[src/rtl/vga_timing_pkg.sv]
package vga_timing_pkg;

	// ==========================================================
	// 640x480 raster, 60 Hz frame on a 25 MHz pixel clock
	// ==========================================================

	// Horizontal timing in pixel clocks, 800 per line
	localparam int H_ACTIVE = 640;
	localparam int H_FRONT  = 16;
	localparam int H_SYNC   = 96;
	localparam int H_BACK   = 48;

	// Vertical timing in lines, 525 per frame
	localparam int V_ACTIVE = 480;
	localparam int V_FRONT  = 10;
	localparam int V_SYNC   = 2;
	localparam int V_BACK   = 33;

	// Screen coordinate, also wide enough for the blanking region
	typedef logic [9:0] coord_t;

	// ==========================================================
	// Raster position as seen by the pixel pipeline
	// ==========================================================

	// Sync flags are active low
	// frame_start is a single pulse at position (0,0)
	typedef struct packed {
		coord_t x;
		coord_t y;
		logic   active;
		logic   hsync;
		logic   vsync;
		logic   frame_start;
	} raster_t;

endpackage

[src/rtl/game_pkg.sv]
package game_pkg;

	// ==========================================================
	// APB register map, byte addresses
	// ==========================================================

	localparam logic [7:0] REG_BALL     = 8'h00;
	localparam logic [7:0] REG_PADDLE_L = 8'h04;
	localparam logic [7:0] REG_PADDLE_R = 8'h08;
	localparam logic [7:0] REG_MODE     = 8'h0C;
	localparam logic [7:0] REG_LIVES    = 8'h10;

	// ==========================================================
	// Object geometry in pixels
	// ==========================================================

	localparam int BALL_W   = 20;
	localparam int BALL_H   = 20;
	localparam int PADDLE_W = 20;
	localparam int PADDLE_H = 100;

	// Three strings spanning the full width
	localparam int STRING_X = 0;
	localparam int STRING_W = 640;
	localparam int STRING_H = 3;
	localparam int STRING_Y [3] = '{37, 62, 87};

	// Mode box and game-over box share one size
	localparam int BOX_W      = 100;
	localparam int BOX_H      = 100;
	localparam int MODE_BOX_X = 120;
	localparam int MODE_BOX_Y = 120;
	localparam int OVER_BOX_X = 220;
	localparam int OVER_BOX_Y = 120;

	// Lives squares along the bottom edge
	localparam int LIFE_SIZE = 10;
	localparam int LIFE_Y    = 460;
	localparam int LIFE_P1_X [3] = '{20, 40, 60};
	localparam int LIFE_P2_X [3] = '{600, 580, 560};

	// ==========================================================
	// Colors
	// ==========================================================

	typedef logic [2:0]  color_idx_t;
	typedef logic [23:0] rgb_t;

	localparam color_idx_t IDX_BG     = 3'd0;
	localparam color_idx_t IDX_WHITE  = 3'd2;
	localparam color_idx_t IDX_RED    = 3'd3;
	localparam color_idx_t IDX_GREEN  = 3'd4;
	localparam color_idx_t IDX_YELLOW = 3'd5;
	localparam color_idx_t IDX_BLACK  = 3'd6;

	// Entries 1 and 7 are spare, shown grey
	localparam rgb_t PALETTE [8] = '{
		24'h102040, 24'h808080, 24'hFFFFFF, 24'hFF0000,
		24'h00FF00, 24'hFFFF00, 24'h000000, 24'h808080
	};

	// ==========================================================
	// Game state
	// ==========================================================

	typedef logic [2:0] lives_t;

	typedef enum logic [1:0] {
		MODE_MENU,
		MODE_SINGLE,
		MODE_MULTI,
		MODE_OVER
	} game_mode_e;

	typedef struct packed {
		vga_timing_pkg::coord_t ball_x;
		vga_timing_pkg::coord_t ball_y;
		vga_timing_pkg::coord_t pl_x;
		vga_timing_pkg::coord_t pl_y;
		vga_timing_pkg::coord_t pr_x;
		vga_timing_pkg::coord_t pr_y;
		game_mode_e             mode;
		lives_t                 p1_lives;
		lives_t                 p2_lives;
	} game_state_t;

endpackage

[src/rtl/raster_timing.sv]
`timescale 1ns/1ps

module raster_timing #(
	parameter int H_ACTIVE = vga_timing_pkg::H_ACTIVE,
	parameter int H_FRONT  = vga_timing_pkg::H_FRONT,
	parameter int H_SYNC   = vga_timing_pkg::H_SYNC,
	parameter int H_BACK   = vga_timing_pkg::H_BACK,
	parameter int V_ACTIVE = vga_timing_pkg::V_ACTIVE,
	parameter int V_FRONT  = vga_timing_pkg::V_FRONT,
	parameter int V_SYNC   = vga_timing_pkg::V_SYNC,
	parameter int V_BACK   = vga_timing_pkg::V_BACK
) (
	input  logic                    iVGA_CLK,
	input  logic                    iRST_n,
	output vga_timing_pkg::raster_t raster
);

	// Line and frame totals, sync windows follow the front porch
	localparam int H_TOTAL      = H_ACTIVE + H_FRONT + H_SYNC + H_BACK;
	localparam int H_SYNC_START = H_ACTIVE + H_FRONT;
	localparam int H_SYNC_END   = H_SYNC_START + H_SYNC;
	localparam int V_TOTAL      = V_ACTIVE + V_FRONT + V_SYNC + V_BACK;
	localparam int V_SYNC_START = V_ACTIVE + V_FRONT;
	localparam int V_SYNC_END   = V_SYNC_START + V_SYNC;

	vga_timing_pkg::coord_t  h_cnt;
	vga_timing_pkg::coord_t  v_cnt;
	logic                    h_last;
	logic                    v_last;
	vga_timing_pkg::raster_t raster_next;

	assign h_last = (int'(h_cnt) == H_TOTAL - 1);
	assign v_last = (int'(v_cnt) == V_TOTAL - 1);

	// ==========================================================
	// Position counters
	// ==========================================================

	always_ff @(posedge iVGA_CLK or negedge iRST_n)
	begin
		if (!iRST_n)
		begin
			h_cnt <= '0;
			v_cnt <= '0;
		end
		else if (h_last)
		begin
			h_cnt <= '0;
			v_cnt <= v_last ? '0 : v_cnt + 1'b1;
		end
		else
		begin
			h_cnt <= h_cnt + 1'b1;
		end
	end

	// Decode of the current counter position
	always_comb
	begin
		raster_next.x           = h_cnt;
		raster_next.y           = v_cnt;
		raster_next.active      = (int'(h_cnt) < H_ACTIVE) && (int'(v_cnt) < V_ACTIVE);
		raster_next.hsync       = !((int'(h_cnt) >= H_SYNC_START) && (int'(h_cnt) < H_SYNC_END));
		raster_next.vsync       = !((int'(v_cnt) >= V_SYNC_START) && (int'(v_cnt) < V_SYNC_END));
		raster_next.frame_start = (h_cnt == '0) && (v_cnt == '0);
	end

	// Registered so every field changes on the same edge
	always_ff @(posedge iVGA_CLK or negedge iRST_n)
	begin
		if (!iRST_n)
		begin
			raster.x           <= '0;
			raster.y           <= '0;
			raster.active      <= 1'b0;
			raster.hsync       <= 1'b1;
			raster.vsync       <= 1'b1;
			raster.frame_start <= 1'b0;
		end
		else
		begin
			raster <= raster_next;
		end
	end

endmodule

[src/rtl/apb_game_regs.sv]
`timescale 1ns/1ps

module apb_game_regs (
	input  logic                  iVGA_CLK,
	input  logic                  iRST_n,
	input  logic                  psel,
	input  logic                  penable,
	input  logic                  pwrite,
	input  logic [7:0]            paddr,
	input  logic [31:0]           pwdata,
	output logic [31:0]           prdata,
	output logic                  pready,
	output logic                  pslverr,
	output game_pkg::game_state_t live_state
);

	logic access;
	logic addr_hit;

	// Access phase of a transfer
	assign access = psel && penable;

	// No wait states
	assign pready = 1'b1;

	// ==========================================================
	// Address decode and read mux
	// ==========================================================

	always_comb
	begin
		addr_hit = 1'b1;
		prdata   = '0;
		case (paddr)
			game_pkg::REG_BALL:
				prdata = {6'b0, live_state.ball_x, 6'b0, live_state.ball_y};
			game_pkg::REG_PADDLE_L:
				prdata = {6'b0, live_state.pl_x, 6'b0, live_state.pl_y};
			game_pkg::REG_PADDLE_R:
				prdata = {6'b0, live_state.pr_x, 6'b0, live_state.pr_y};
			game_pkg::REG_MODE:
				prdata = {30'b0, live_state.mode};
			game_pkg::REG_LIVES:
				prdata = {25'b0, live_state.p1_lives, 1'b0, live_state.p2_lives};
			default:
				addr_hit = 1'b0;
		endcase
	end

	// Error only in the access cycle of an unmapped address
	assign pslverr = access && !addr_hit;

	// ==========================================================
	// Register writes
	// ==========================================================

	always_ff @(posedge iVGA_CLK or negedge iRST_n)
	begin
		if (!iRST_n)
		begin
			live_state <= '0;
		end
		else if (access && pwrite && addr_hit)
		begin
			case (paddr)
				game_pkg::REG_BALL:
				begin
					live_state.ball_x <= pwdata[25:16];
					live_state.ball_y <= pwdata[9:0];
				end
				game_pkg::REG_PADDLE_L:
				begin
					live_state.pl_x <= pwdata[25:16];
					live_state.pl_y <= pwdata[9:0];
				end
				game_pkg::REG_PADDLE_R:
				begin
					live_state.pr_x <= pwdata[25:16];
					live_state.pr_y <= pwdata[9:0];
				end
				game_pkg::REG_MODE:
					live_state.mode <= game_pkg::game_mode_e'(pwdata[1:0]);
				game_pkg::REG_LIVES:
				begin
					live_state.p1_lives <= pwdata[6:4];
					live_state.p2_lives <= pwdata[2:0];
				end
			endcase
		end
	end

endmodule

[src/rtl/frame_shadow.sv]
`timescale 1ns/1ps

module frame_shadow (
	input  logic                    iVGA_CLK,
	input  logic                    iRST_n,
	input  vga_timing_pkg::raster_t raster,
	input  game_pkg::game_state_t   live_state,
	output game_pkg::game_state_t   frame_state
);

	// ==========================================================
	// Snapshot of the game state, one per frame
	// ==========================================================

	// Host writes can land at any time during scan-out.
	// Holding a copy from frame start keeps every pixel of a
	// frame on the same object positions, so a moving ball
	// or paddle is never drawn half at its old place.

	logic load;

	// Only the frame start pulse matters here
	assign load = raster.frame_start;

	always_ff @(posedge iVGA_CLK or negedge iRST_n)
	begin
		if (!iRST_n)
		begin
			frame_state <= '0;
		end
		else if (load)
		begin
			// Visible to the compositor from the next cycle
			frame_state <= live_state;
		end
	end

endmodule

[src/rtl/pixel_compositor.sv]
`timescale 1ns/1ps

module pixel_compositor (
	input  logic                    iVGA_CLK,
	input  logic                    iRST_n,
	input  vga_timing_pkg::raster_t raster,
	input  game_pkg::game_state_t   frame_state,
	output logic [7:0]              r_data,
	output logic [7:0]              g_data,
	output logic [7:0]              b_data,
	output logic                    hs,
	output logic                    vs,
	output logic                    blank_n
);

	game_pkg::color_idx_t idx;
	game_pkg::rgb_t       pixel_rgb;

	// Strict bounds, the left column and top row are not covered
	function automatic logic hit(
		input vga_timing_pkg::coord_t px,
		input vga_timing_pkg::coord_t py,
		input int                     left,
		input int                     top,
		input int                     w,
		input int                     h
	);
		vga_timing_pkg::coord_t dx;
		vga_timing_pkg::coord_t dy;
		dx = px - vga_timing_pkg::coord_t'(left);
		dy = py - vga_timing_pkg::coord_t'(top);
		return (dx != '0) && (int'(dx) < w) && (dy != '0) && (int'(dy) < h);
	endfunction

	// ==========================================================
	// Layers, lowest first, later hits win
	// ==========================================================

	always_comb
	begin
		idx = game_pkg::IDX_BG;

		// Paddles and ball
		if (hit(raster.x, raster.y, int'(frame_state.pl_x), int'(frame_state.pl_y),
			game_pkg::PADDLE_W, game_pkg::PADDLE_H))
			idx = game_pkg::IDX_WHITE;
		if (hit(raster.x, raster.y, int'(frame_state.pr_x), int'(frame_state.pr_y),
			game_pkg::PADDLE_W, game_pkg::PADDLE_H))
			idx = game_pkg::IDX_WHITE;
		if (hit(raster.x, raster.y, int'(frame_state.ball_x), int'(frame_state.ball_y),
			game_pkg::BALL_W, game_pkg::BALL_H))
			idx = game_pkg::IDX_WHITE;

		// Strings sit above the paddles
		for (int k = 0; k < 3; k++)
		begin
			if (hit(raster.x, raster.y, game_pkg::STRING_X, game_pkg::STRING_Y[k],
				game_pkg::STRING_W, game_pkg::STRING_H))
				idx = game_pkg::IDX_BLACK;
		end

		// Mode box, or the game-over box once the game ends
		if (frame_state.mode == game_pkg::MODE_OVER)
		begin
			if (hit(raster.x, raster.y, game_pkg::OVER_BOX_X, game_pkg::OVER_BOX_Y,
				game_pkg::BOX_W, game_pkg::BOX_H))
				idx = game_pkg::IDX_GREEN;
		end
		else if (hit(raster.x, raster.y, game_pkg::MODE_BOX_X, game_pkg::MODE_BOX_Y,
			game_pkg::BOX_W, game_pkg::BOX_H))
		begin
			case (frame_state.mode)
				game_pkg::MODE_MENU:   idx = game_pkg::IDX_YELLOW;
				game_pkg::MODE_SINGLE: idx = game_pkg::IDX_RED;
				default:               idx = game_pkg::IDX_BLACK;
			endcase
		end

		// Lives, square k lit while the count exceeds k
		for (int k = 0; k < 3; k++)
		begin
			if (frame_state.p1_lives > game_pkg::lives_t'(k) &&
				hit(raster.x, raster.y, game_pkg::LIFE_P1_X[k], game_pkg::LIFE_Y,
				game_pkg::LIFE_SIZE, game_pkg::LIFE_SIZE))
				idx = game_pkg::IDX_RED;
			if (frame_state.p2_lives > game_pkg::lives_t'(k) &&
				hit(raster.x, raster.y, game_pkg::LIFE_P2_X[k], game_pkg::LIFE_Y,
				game_pkg::LIFE_SIZE, game_pkg::LIFE_SIZE))
				idx = game_pkg::IDX_RED;
		end

		// Black outside the visible area
		pixel_rgb = raster.active ? game_pkg::PALETTE[idx] : '0;
	end

	// ==========================================================
	// Output stage, color and syncs leave together
	// ==========================================================

	always_ff @(posedge iVGA_CLK or negedge iRST_n)
	begin
		if (!iRST_n)
		begin
			r_data  <= '0;
			g_data  <= '0;
			b_data  <= '0;
			hs      <= 1'b1;
			vs      <= 1'b1;
			blank_n <= 1'b0;
		end
		else
		begin
			r_data  <= pixel_rgb[23:16];
			g_data  <= pixel_rgb[15:8];
			b_data  <= pixel_rgb[7:0];
			hs      <= raster.hsync;
			vs      <= raster.vsync;
			blank_n <= raster.active;
		end
	end

endmodule

[src/rtl/vga_game_top.sv]
`timescale 1ns/1ps

module vga_game_top #(
	parameter int H_ACTIVE = vga_timing_pkg::H_ACTIVE,
	parameter int H_FRONT  = vga_timing_pkg::H_FRONT,
	parameter int H_SYNC   = vga_timing_pkg::H_SYNC,
	parameter int H_BACK   = vga_timing_pkg::H_BACK,
	parameter int V_ACTIVE = vga_timing_pkg::V_ACTIVE,
	parameter int V_FRONT  = vga_timing_pkg::V_FRONT,
	parameter int V_SYNC   = vga_timing_pkg::V_SYNC,
	parameter int V_BACK   = vga_timing_pkg::V_BACK
) (
	input  logic        iVGA_CLK,
	input  logic        iRST_n,
	// APB3 host port
	input  logic        psel,
	input  logic        penable,
	input  logic        pwrite,
	input  logic [7:0]  paddr,
	input  logic [31:0] pwdata,
	output logic [31:0] prdata,
	output logic        pready,
	output logic        pslverr,
	// Video out
	output logic [7:0]  r_data,
	output logic [7:0]  g_data,
	output logic [7:0]  b_data,
	output logic        hs,
	output logic        vs,
	output logic        blank_n
);

	vga_timing_pkg::raster_t raster;
	game_pkg::game_state_t   live_state;
	game_pkg::game_state_t   frame_state;

	// ==========================================================
	// Timing, host registers, snapshot and pixel pipeline
	// ==========================================================

	raster_timing #(
		.H_ACTIVE (H_ACTIVE),
		.H_FRONT  (H_FRONT),
		.H_SYNC   (H_SYNC),
		.H_BACK   (H_BACK),
		.V_ACTIVE (V_ACTIVE),
		.V_FRONT  (V_FRONT),
		.V_SYNC   (V_SYNC),
		.V_BACK   (V_BACK)
	) u_raster_timing (
		.iVGA_CLK (iVGA_CLK),
		.iRST_n   (iRST_n),
		.raster   (raster)
	);

	apb_game_regs u_apb_game_regs (
		.iVGA_CLK   (iVGA_CLK),
		.iRST_n     (iRST_n),
		.psel       (psel),
		.penable    (penable),
		.pwrite     (pwrite),
		.paddr      (paddr),
		.pwdata     (pwdata),
		.prdata     (prdata),
		.pready     (pready),
		.pslverr    (pslverr),
		.live_state (live_state)
	);

	frame_shadow u_frame_shadow (
		.iVGA_CLK    (iVGA_CLK),
		.iRST_n      (iRST_n),
		.raster      (raster),
		.live_state  (live_state),
		.frame_state (frame_state)
	);

	pixel_compositor u_pixel_compositor (
		.iVGA_CLK    (iVGA_CLK),
		.iRST_n      (iRST_n),
		.raster      (raster),
		.frame_state (frame_state),
		.r_data      (r_data),
		.g_data      (g_data),
		.b_data      (b_data),
		.hs          (hs),
		.vs          (vs),
		.blank_n     (blank_n)
	);

endmodule

[config.mk]
export PLATFORM = sky130hd
export DESIGN_NAME = vga_game_top
export DESIGN_NICKNAME = d
export VERILOG_FILES = /design/src/rtl/vga_timing_pkg.sv /design/src/rtl/game_pkg.sv /design/src/rtl/raster_timing.sv /design/src/rtl/apb_game_regs.sv /design/src/rtl/frame_shadow.sv /design/src/rtl/pixel_compositor.sv /design/src/rtl/vga_game_top.sv
export SDC_FILE = /design/constraint.sdc
export NUM_CORES = 1
export LEC_CHECK = 0
export BUFFER_PORTS_ARGS = -buffer_cell sky130_fd_sc_hd__buf_2
export CELL_PAD_IN_SITES_DETAIL_PLACEMENT = 1
export CELL_PAD_IN_SITES_GLOBAL_PLACEMENT = 1
export CORE_UTILIZATION = 30
export DETAILED_ROUTE_END_ITERATION = 10
export PLACE_DENSITY = 0.62
export SLEW_MARGIN = 20
export SYNTH_ARGS = -nofsm -noshare
export SYNTH_HDL_FRONTEND = slang
export SYNTH_SLANG_ARGS = --single-unit
[constraint.sdc]
create_clock -name iVGA_CLK -period 4.64 [get_ports iVGA_CLK]
set_clock_uncertainty 0.05 [all_clocks]
set_input_delay 0.928 -clock iVGA_CLK [delete_from_list [all_inputs] [get_ports iVGA_CLK]]
set_output_delay 0.928 -clock iVGA_CLK [all_outputs]
set_load 0.03 [all_outputs]
== After elaboration in Yosys (flattened, before gate mapping) ==
Memory sizes are Yosys's and may differ from the RTL's.
Cells that the tools add are included.

* Flip-flop bits (word level): 207
* Bits in latches: 0
* RAM bits: 0
* ROM bits: 192
* Input port bits: 45
* Output and inout bits: 61
* Word-level logic and storage cells: 206
* Memories kept: 1

{| class="wikitable"
|+ Memory list
! name !! words !! width !! rd ports !! clocked after Yosys merged registers in !! write ports !! line !! source
|-
| (name not given) || 8 || 24 || 1 || 0 || 0 || pixel_compositor.sv:93 || <nowiki>pixel_rgb = raster.active ? game_pkg::PALETTE[idx] : '0;</nowiki>
|}

* $add $sub $neg: 21
* Multipliers: 0
* Divide/modulo/power cells: 0
* $lt $le $gt $ge: 33
* Equality and inequality tests: 8
* Shifts and indexed selects: 0
* Muxes and demuxes: 23
* Bitwise logic cells: 1
* Reduce and logical (&&, ||, !) cells: 87

{| class="wikitable"
|+ Operators with widths
! kind !! count
|-
| nonzero test 10 bit || 20
|-
| case mux 26 bit (5 select lines) || 1
|-
| two-way mux 24 bit || 3
|-
| < comparator 10 x 4 -> 1 bit, second input constant || 7
|-
| subtractor 10 bit || 6
|-
| logical AND 1 bit || 54
|-
| < comparator 10 x 7 -> 1 bit, second input constant || 5
|-
| two-way mux 3 bit || 14
|-
| < comparator 10 x 5 -> 1 bit, second input constant || 4
|-
| subtractor 10 x 6 -> 10 bit, second input constant || 4
|-
| < comparator 10 bit, second input constant || 3
|-
| < comparator 10 x 2 -> 1 bit, second input constant || 3
|-
| subtractor 10 bit, second input constant || 3
|-
| subtractor 10 x 7 -> 10 bit, second input constant || 3
|-
| adder 10 x 1 -> 10 bit, second input constant || 2
|-
| logical NOT 10 bit || 2
|-
| < comparator 10 x 9 -> 1 bit, second input constant || 2
|-
| two-way mux 10 bit || 2
|-
| == test 8 x 4 -> 1 bit, second input constant || 2
|-
| > comparator 3 x 1 -> 1 bit, second input constant || 4
|-
| == test 10 bit, second input constant || 1
|-
| == test 10 x 9 -> 1 bit, second input constant || 1
|-
| greater-or-equal comparator 10 bit, second input constant || 1
|-
| greater-or-equal comparator 10 x 9 -> 1 bit, second input constant || 1
|-
| 18 further kinds || 25
|}

== Logic depth before layout (Yosys ltp) ==
* Depth in word-level cells: 24
* Gate-level depth with buffers: 16
* Gate-level depth less buffers: 15

== Hierarchy ==
Synthesis repeated with hierarchy kept, for this count alone.

* Cells, all modules: 1135
* Area, all modules: 11925.2 um2

{| class="wikitable"
|+ By module, submodules not included
! module !! times used !! cells each !! area each (um2)
|-
| pixel_compositor || 1 || 589 || 4282.9
|-
| apb_game_regs || 1 || 264 || 3318.2
|-
| frame_shadow || 1 || 144 || 2615.0
|-
| raster_timing || 1 || 138 || 1709.1
|}

== Worst setup path before layout ==
Ideal clock, no wire load.

* Path kind: in2out
* From: input paddr[0]
* To: output prdata[2]
* Arrival time: 2.857 ns
* Required time: 3.662 ns
* Path slack: 0.805 ns
* Cell stages on the path: 5
* Cell sequence: or4_1 or3_1 buf_2 or2_1 o21ai_0

* Cells in the longest elaborated chain, start to end: 2
* Elaborated cells on any way between the ends: 6

{| class="wikitable"
|+ Ends and longest elaborated chain
! item !! line !! source
|-
| from (decl) || vga_game_top.sv:19 || <nowiki>input logic [7:0] paddr,</nowiki>
|-
| == test 8 x 5 -> 1 bit (tied with other cells) || apb_game_regs.sv:34 || <nowiki>case (paddr)</nowiki>
|-
| case mux 26 bit (5 select lines) (*) || apb_game_regs.sv:34 ||
|-
| to (decl) || vga_game_top.sv:21 || <nowiki>output logic [31:0] prdata,</nowiki>
|}

Mark *: on every way between the ends. The rest lies on a longest branch, timed or not.

== Final worst setup path ==
* From: register u_raster_timing.raster[15] (netlist name)
* To: register u_pixel_compositor.b_data[7]

* Cells in the longest elaborated chain, start to end: 24
* Elaborated cells on any way between the ends: 101

{| class="wikitable"
|+ Ends and longest elaborated chain
! item !! line !! source
|-
| subtractor 10 bit || pixel_compositor.sv:30 || <nowiki>dx = px - vga_timing_pkg::coord_t'(left);</nowiki>
|-
| < comparator 10 x 5 -> 1 bit / nonzero test 10 bit (equally long branches) || pixel_compositor.sv:32 || <nowiki>return (dx != '0) && (int'(dx) < w) && (dy != '0) && (int'(dy) < h);</nowiki>
|-
| logical AND 1 bit (3 in a row) || pixel_compositor.sv:32 ||
|-
| two-way mux 2 bit || pixel_compositor.sv:44 || <nowiki>if (hit(raster.x, raster.y, int'(frame_state.pl_x), int'(frame_state.pl_y),</nowiki>
|-
| two-way mux 3 bit || pixel_compositor.sv:47 || <nowiki>if (hit(raster.x, raster.y, int'(frame_state.pr_x), int'(frame_state.pr_y),</nowiki>
|-
| two-way mux 3 bit || pixel_compositor.sv:50 || <nowiki>if (hit(raster.x, raster.y, int'(frame_state.ball_x), int'(frame_state.ball_y),</nowiki>
|-
| two-way mux 3 bit (3 in a row) || pixel_compositor.sv:57 || <nowiki>if (hit(raster.x, raster.y, game_pkg::STRING_X, game_pkg::STRING_Y[k],</nowiki>
|-
| two-way mux 3 bit (on tied branches) || pixel_compositor.sv:69, pixel_compositor.sv:65 ||
|-
| [... 4 more ...] || n/a ||
|-
| two-way mux 3 bit || pixel_compositor.sv:86 || <nowiki>if (frame_state.p2_lives > game_pkg::lives_t'(k) &&</nowiki>
|-
| two-way mux 3 bit || pixel_compositor.sv:82 || <nowiki>if (frame_state.p1_lives > game_pkg::lives_t'(k) &&</nowiki>
|-
| two-way mux 3 bit (*) || pixel_compositor.sv:86 ||
|-
| NOT 3 -> 4 bit (not written as such) (*) || pixel_compositor.sv:93 ||
|-
| memory read (8 x 24 bit) (*) || n/a ||
|-
| two-way mux 24 bit (not written as such) (*) (2 in a row) || pixel_compositor.sv:93 ||
|-
| two-way mux 24 bit (*) || pixel_compositor.sv:93 ||
|-
| net u_pixel_compositor.pixel_rgb[7] || pixel_compositor.sv:17 || <nowiki>game_pkg::rgb_t pixel_rgb;</nowiki>
|-
| to (signal assigned) || pixel_compositor.sv:115 || <nowiki>b_data <= pixel_rgb[7:0];</nowiki>
|-
| to (decl) || pixel_compositor.sv:10 || <nowiki>output logic [7:0] b_data,</nowiki>
|}

Mark *: on every way through the listed nets, which the timed path passes. The rest lies on a longest branch. The select of a mux whose other input is x is not followed.
A chain may end at the register's enable or synchronous reset.

==> out/qor.yml <==
finalCoreUtilization_pct: 33.93
place_hpwl_um: 24800
start_util_pct: 30.54
slew_headroom_pct: 54.86
synth-edff-count: 0
rows: 72
drt_wl_total_um: 32910
drv_cap: 0
port_buffers: 80
top_layer: "met4"
rsz0062_at_grt: "no"
finalNonFillerCells: 1794
grt_use_total_pct: 16.77
num_io_pins: 106
hold_viol: 0
ys_seq_area_share_pct: 40.66
fp.dieW_um: 200.6
dp.cells: 1763
avgViaCountPerCell: 5.064
ys_top_cells_by_area: "dfrtp_1 (40%), mux2_2 (8.6%), ha_1 (8.0%), o21ai_0 (3.7%), nand2_1 (3.5%)"
grt_pass1_wl_um: 53300
min_period_ns: 3.955
drt-pass1-iter-count: 4
ctsHoldBuffers: 0
netSwitchingPower_mw: 0.7711
power.leakage_nw: 5.962
ys_ff_latch: 192
syn_area_per_cell_um2: 9.769
numCtsBuffers: 17
antenna_found_initial: 1
setup_tns_ns: 0
comb_power_share_pct: 2.9
totalPowerFinal_mw: 3.216
dieArea_um2: 40230
critPathArrivalTime_ns: 4.23
status: "complete, no violations"
place_congestion: 0.8158
ir_drop_mv: 0.1608
cts_root_buf: "clkbuf_16"
nets: 1385
grt_max_degree: 117
post_drt_wl_per_cell_um: 18.34
cp-end-kind: "flip-flop"
cpPeakStageDelay_ns: 0.60
max_clock_freq_mhz: 252.8
drive_gt1_share_pct: 19.91
mostFrequentLayoutCells: "dfrtp_1 (187), nand2_1 (109), mux2_2 (90), o21ai_0 (87)"
setup_viol: 0
dieHeight_um: 200.6
antenna_left: 0
cts_setup_buffers: 0
wl_met1_um: 15030
insertion_delay_ns: 0.45
drtIter0Drc: 432
p_seq_share_pct: 52.0
worstSetupPathType: "reg -> reg"
async_reset_ff_share_pct: 100.0
tightest_slew_ns: 0.6701
clk_pin_slew_ns: 0.07
synth_top_area_share_pct: 39.77
yosysTopAreaCell: "dfrtp_1"
cts_htree_levels: 4
overflow: 0
grt_pass1_vias: 9579
clock_sinks: 192
cts_tree: "yes"
layout_commonest_cell: "dfrtp_1"
swShare_pct: 23.98
start_kind: "flip-flop"
ys_types: 92
path_max_fanout: 9
drv_slew: 0
drc_errors: 0
syn_area_um2: 11830
wl_met2_um: 16490
p_int_mw: 2.445
via_count: 9084
period_share_pct: 85.24
insertedDiodeCount: 0
ys.flop_type: "dfrtp_1"
worst_path_most_repeated_cell: "ha_1"
p_clk_share_pct: 45.1
worstPathCellList: "ha_1, and2b_1, o211ai_1, a21bo_2, mux2_2, o311ai_1, nor4_1, a311oi_2, nand3_1, o21ai_0, ha_1, mux2i_1, nor2b_1"
syn_to_final_growth_pct: 11.09
yosysWarnings: 0
power_density_nw_per_um2: 244.7
required_ns: 4.91
cp_slowest_cell: "dfrtp_1"
syn_inst: 1211
ctsLongestPathBuffers: 2
cts-resized-gates: 0
whs_ns: 0.3066
wl_met3_um: 706
hold_class: "reg -> reg"
core-area_um2: 38740
==> worst max-delay path, delay by kind of cell (launching register included) <==
kind / cells / cell delay, ns
adder cells (fa/ha/maj): 2 / 0.68
multiplexers: 2 / 0.49
AND/OR/NAND/NOR: 4 / 0.56
AO/OA/AOI/OAI: 5 / 1.44
flip-flops: 1 / 0.60
==> flip-flops by register name (all words and copies together), names as in the netlist <==
signal and flops:
u_pixel_compositor.blank_n 1, u_raster_timing.h_cnt 10, u_frame_shadow.frame_state 68, u_pixel_compositor.hs 1, u_pixel_compositor.b_data 3, u_pixel_compositor.vs 1
u_raster_timing.raster 24, u_pixel_compositor.g_data 3, u_raster_timing.v_cnt 10, u_apb_game_regs.live_state 68, u_pixel_compositor.r_data 3
==> final timing paths <==
kind                                            start                             end  slack (ns)  cells past startpoint
hold / removal              u_raster_timing.raster[2]           u_pixel_compositor.hs        0.31                      0
setup / recovery           u_raster_timing.raster[15]    u_pixel_compositor.b_data[7]        0.68                     13
hold reg to reg             u_raster_timing.raster[2]           u_pixel_compositor.hs        0.31                      0
min in group asynchronous                      iRST_n       u_raster_timing.raster[3]        0.45                      1
setup reg to reg           u_raster_timing.raster[15]    u_pixel_compositor.b_data[7]        0.68                     13
max in group asynchronous                      iRST_n  u_frame_shadow.frame_state[24]        2.99                      2
==> power by group through the flow <==
| stage | Sequential (mW) | Combinational (mW) | Clock [mW] |
|---|---|---|---|
| 4_1_cts | 1.67 | 0.0961 | 1.50 |
| 2_1_floorplan | 1.71 | 0.0383 | 0 |
| 6_report | 1.67 | 0.0926 | 1.45 |
| 3_3_place_gp | 1.71 | 0.0953 | 0 |
| 3_5_place_dp | 1.71 | 0.0962 | 0 |
| 5_1_grt | 1.67 | 0.104 | 1.57 |
==> layer usage <==
layer  vias to the layer above  GRT usage [%]
li1                       4378              -
met1                      4587          21.90
met2                        88          28.63
met3                        31          2.143
met4                         0          5.507
met5                         -              0
==> cell families (layout without fill, tap and decap cells) <==
family | Yosys count | after routing | synth area share (%)
XOR/XNOR | 40 | 40 | 2.961
flip-flops | 192 | 192 | 40.66
adder cells (fa/ha/maj) | 76 | 76 | 8.038
AO/OA/AOI/OAI | 263 | 263 | 14.84
other | 2 | 13 | 0.06348
AND/OR/NAND/NOR | 371 | 371 | 16.04
buffers and inverters | 154 | 208 | 6.885
multiplexers | 113 | 113 | 10.51
==> area by class of cell <==
class	instances	area [um^2]
clock buffers	19	432.9
clock inverters	12	128.9
fillers	4477	25590
inverters	78	292.8
multi-input cells	876	6250
flip-flops and latches	192	4813
well taps	518	648.1
repair buffers	99	576.8
==> Yosys cell counts (8+ instances only) <==
| cell type | number |
|---|---|
| nor2_1 | 80 |
| nand2_1 | 109 |
| a21oi_1 | 56 |
| and2_1 | 8 |
| buf_2 | 9 |
| inv_1 | 78 |
| xor2_1 | 23 |
| and3_1 | 14 |
| o211ai_1 | 8 |
| nor3_1 | 19 |
| dfrtp_1 | 188 |
| mux2i_1 | 23 |
| nand3_1 | 24 |
| nor4_1 | 10 |
| buf_4 | 31 |
| mux2_2 | 90 |
| xnor2_1 | 17 |
| o21a_1 | 8 |
| o21ai_0 | 87 |
| nand2b_1 | 13 |
| ha_1 | 76 |
| clkbuf_1 | 19 |
| nand4_1 | 15 |
| nor2b_1 | 19 |
==> metrics by stage <==
step	worst slack, ns	area (um^2)
after floorplan	0.8046	11870
after global placement	0.7852	12580
after detailed placement	0.6862	12580
after CTS	0.6680	13140
after global routing	0.4423	13140
final	0.6849	13140
No activity file was read; power rests on OpenSTA's default activity.
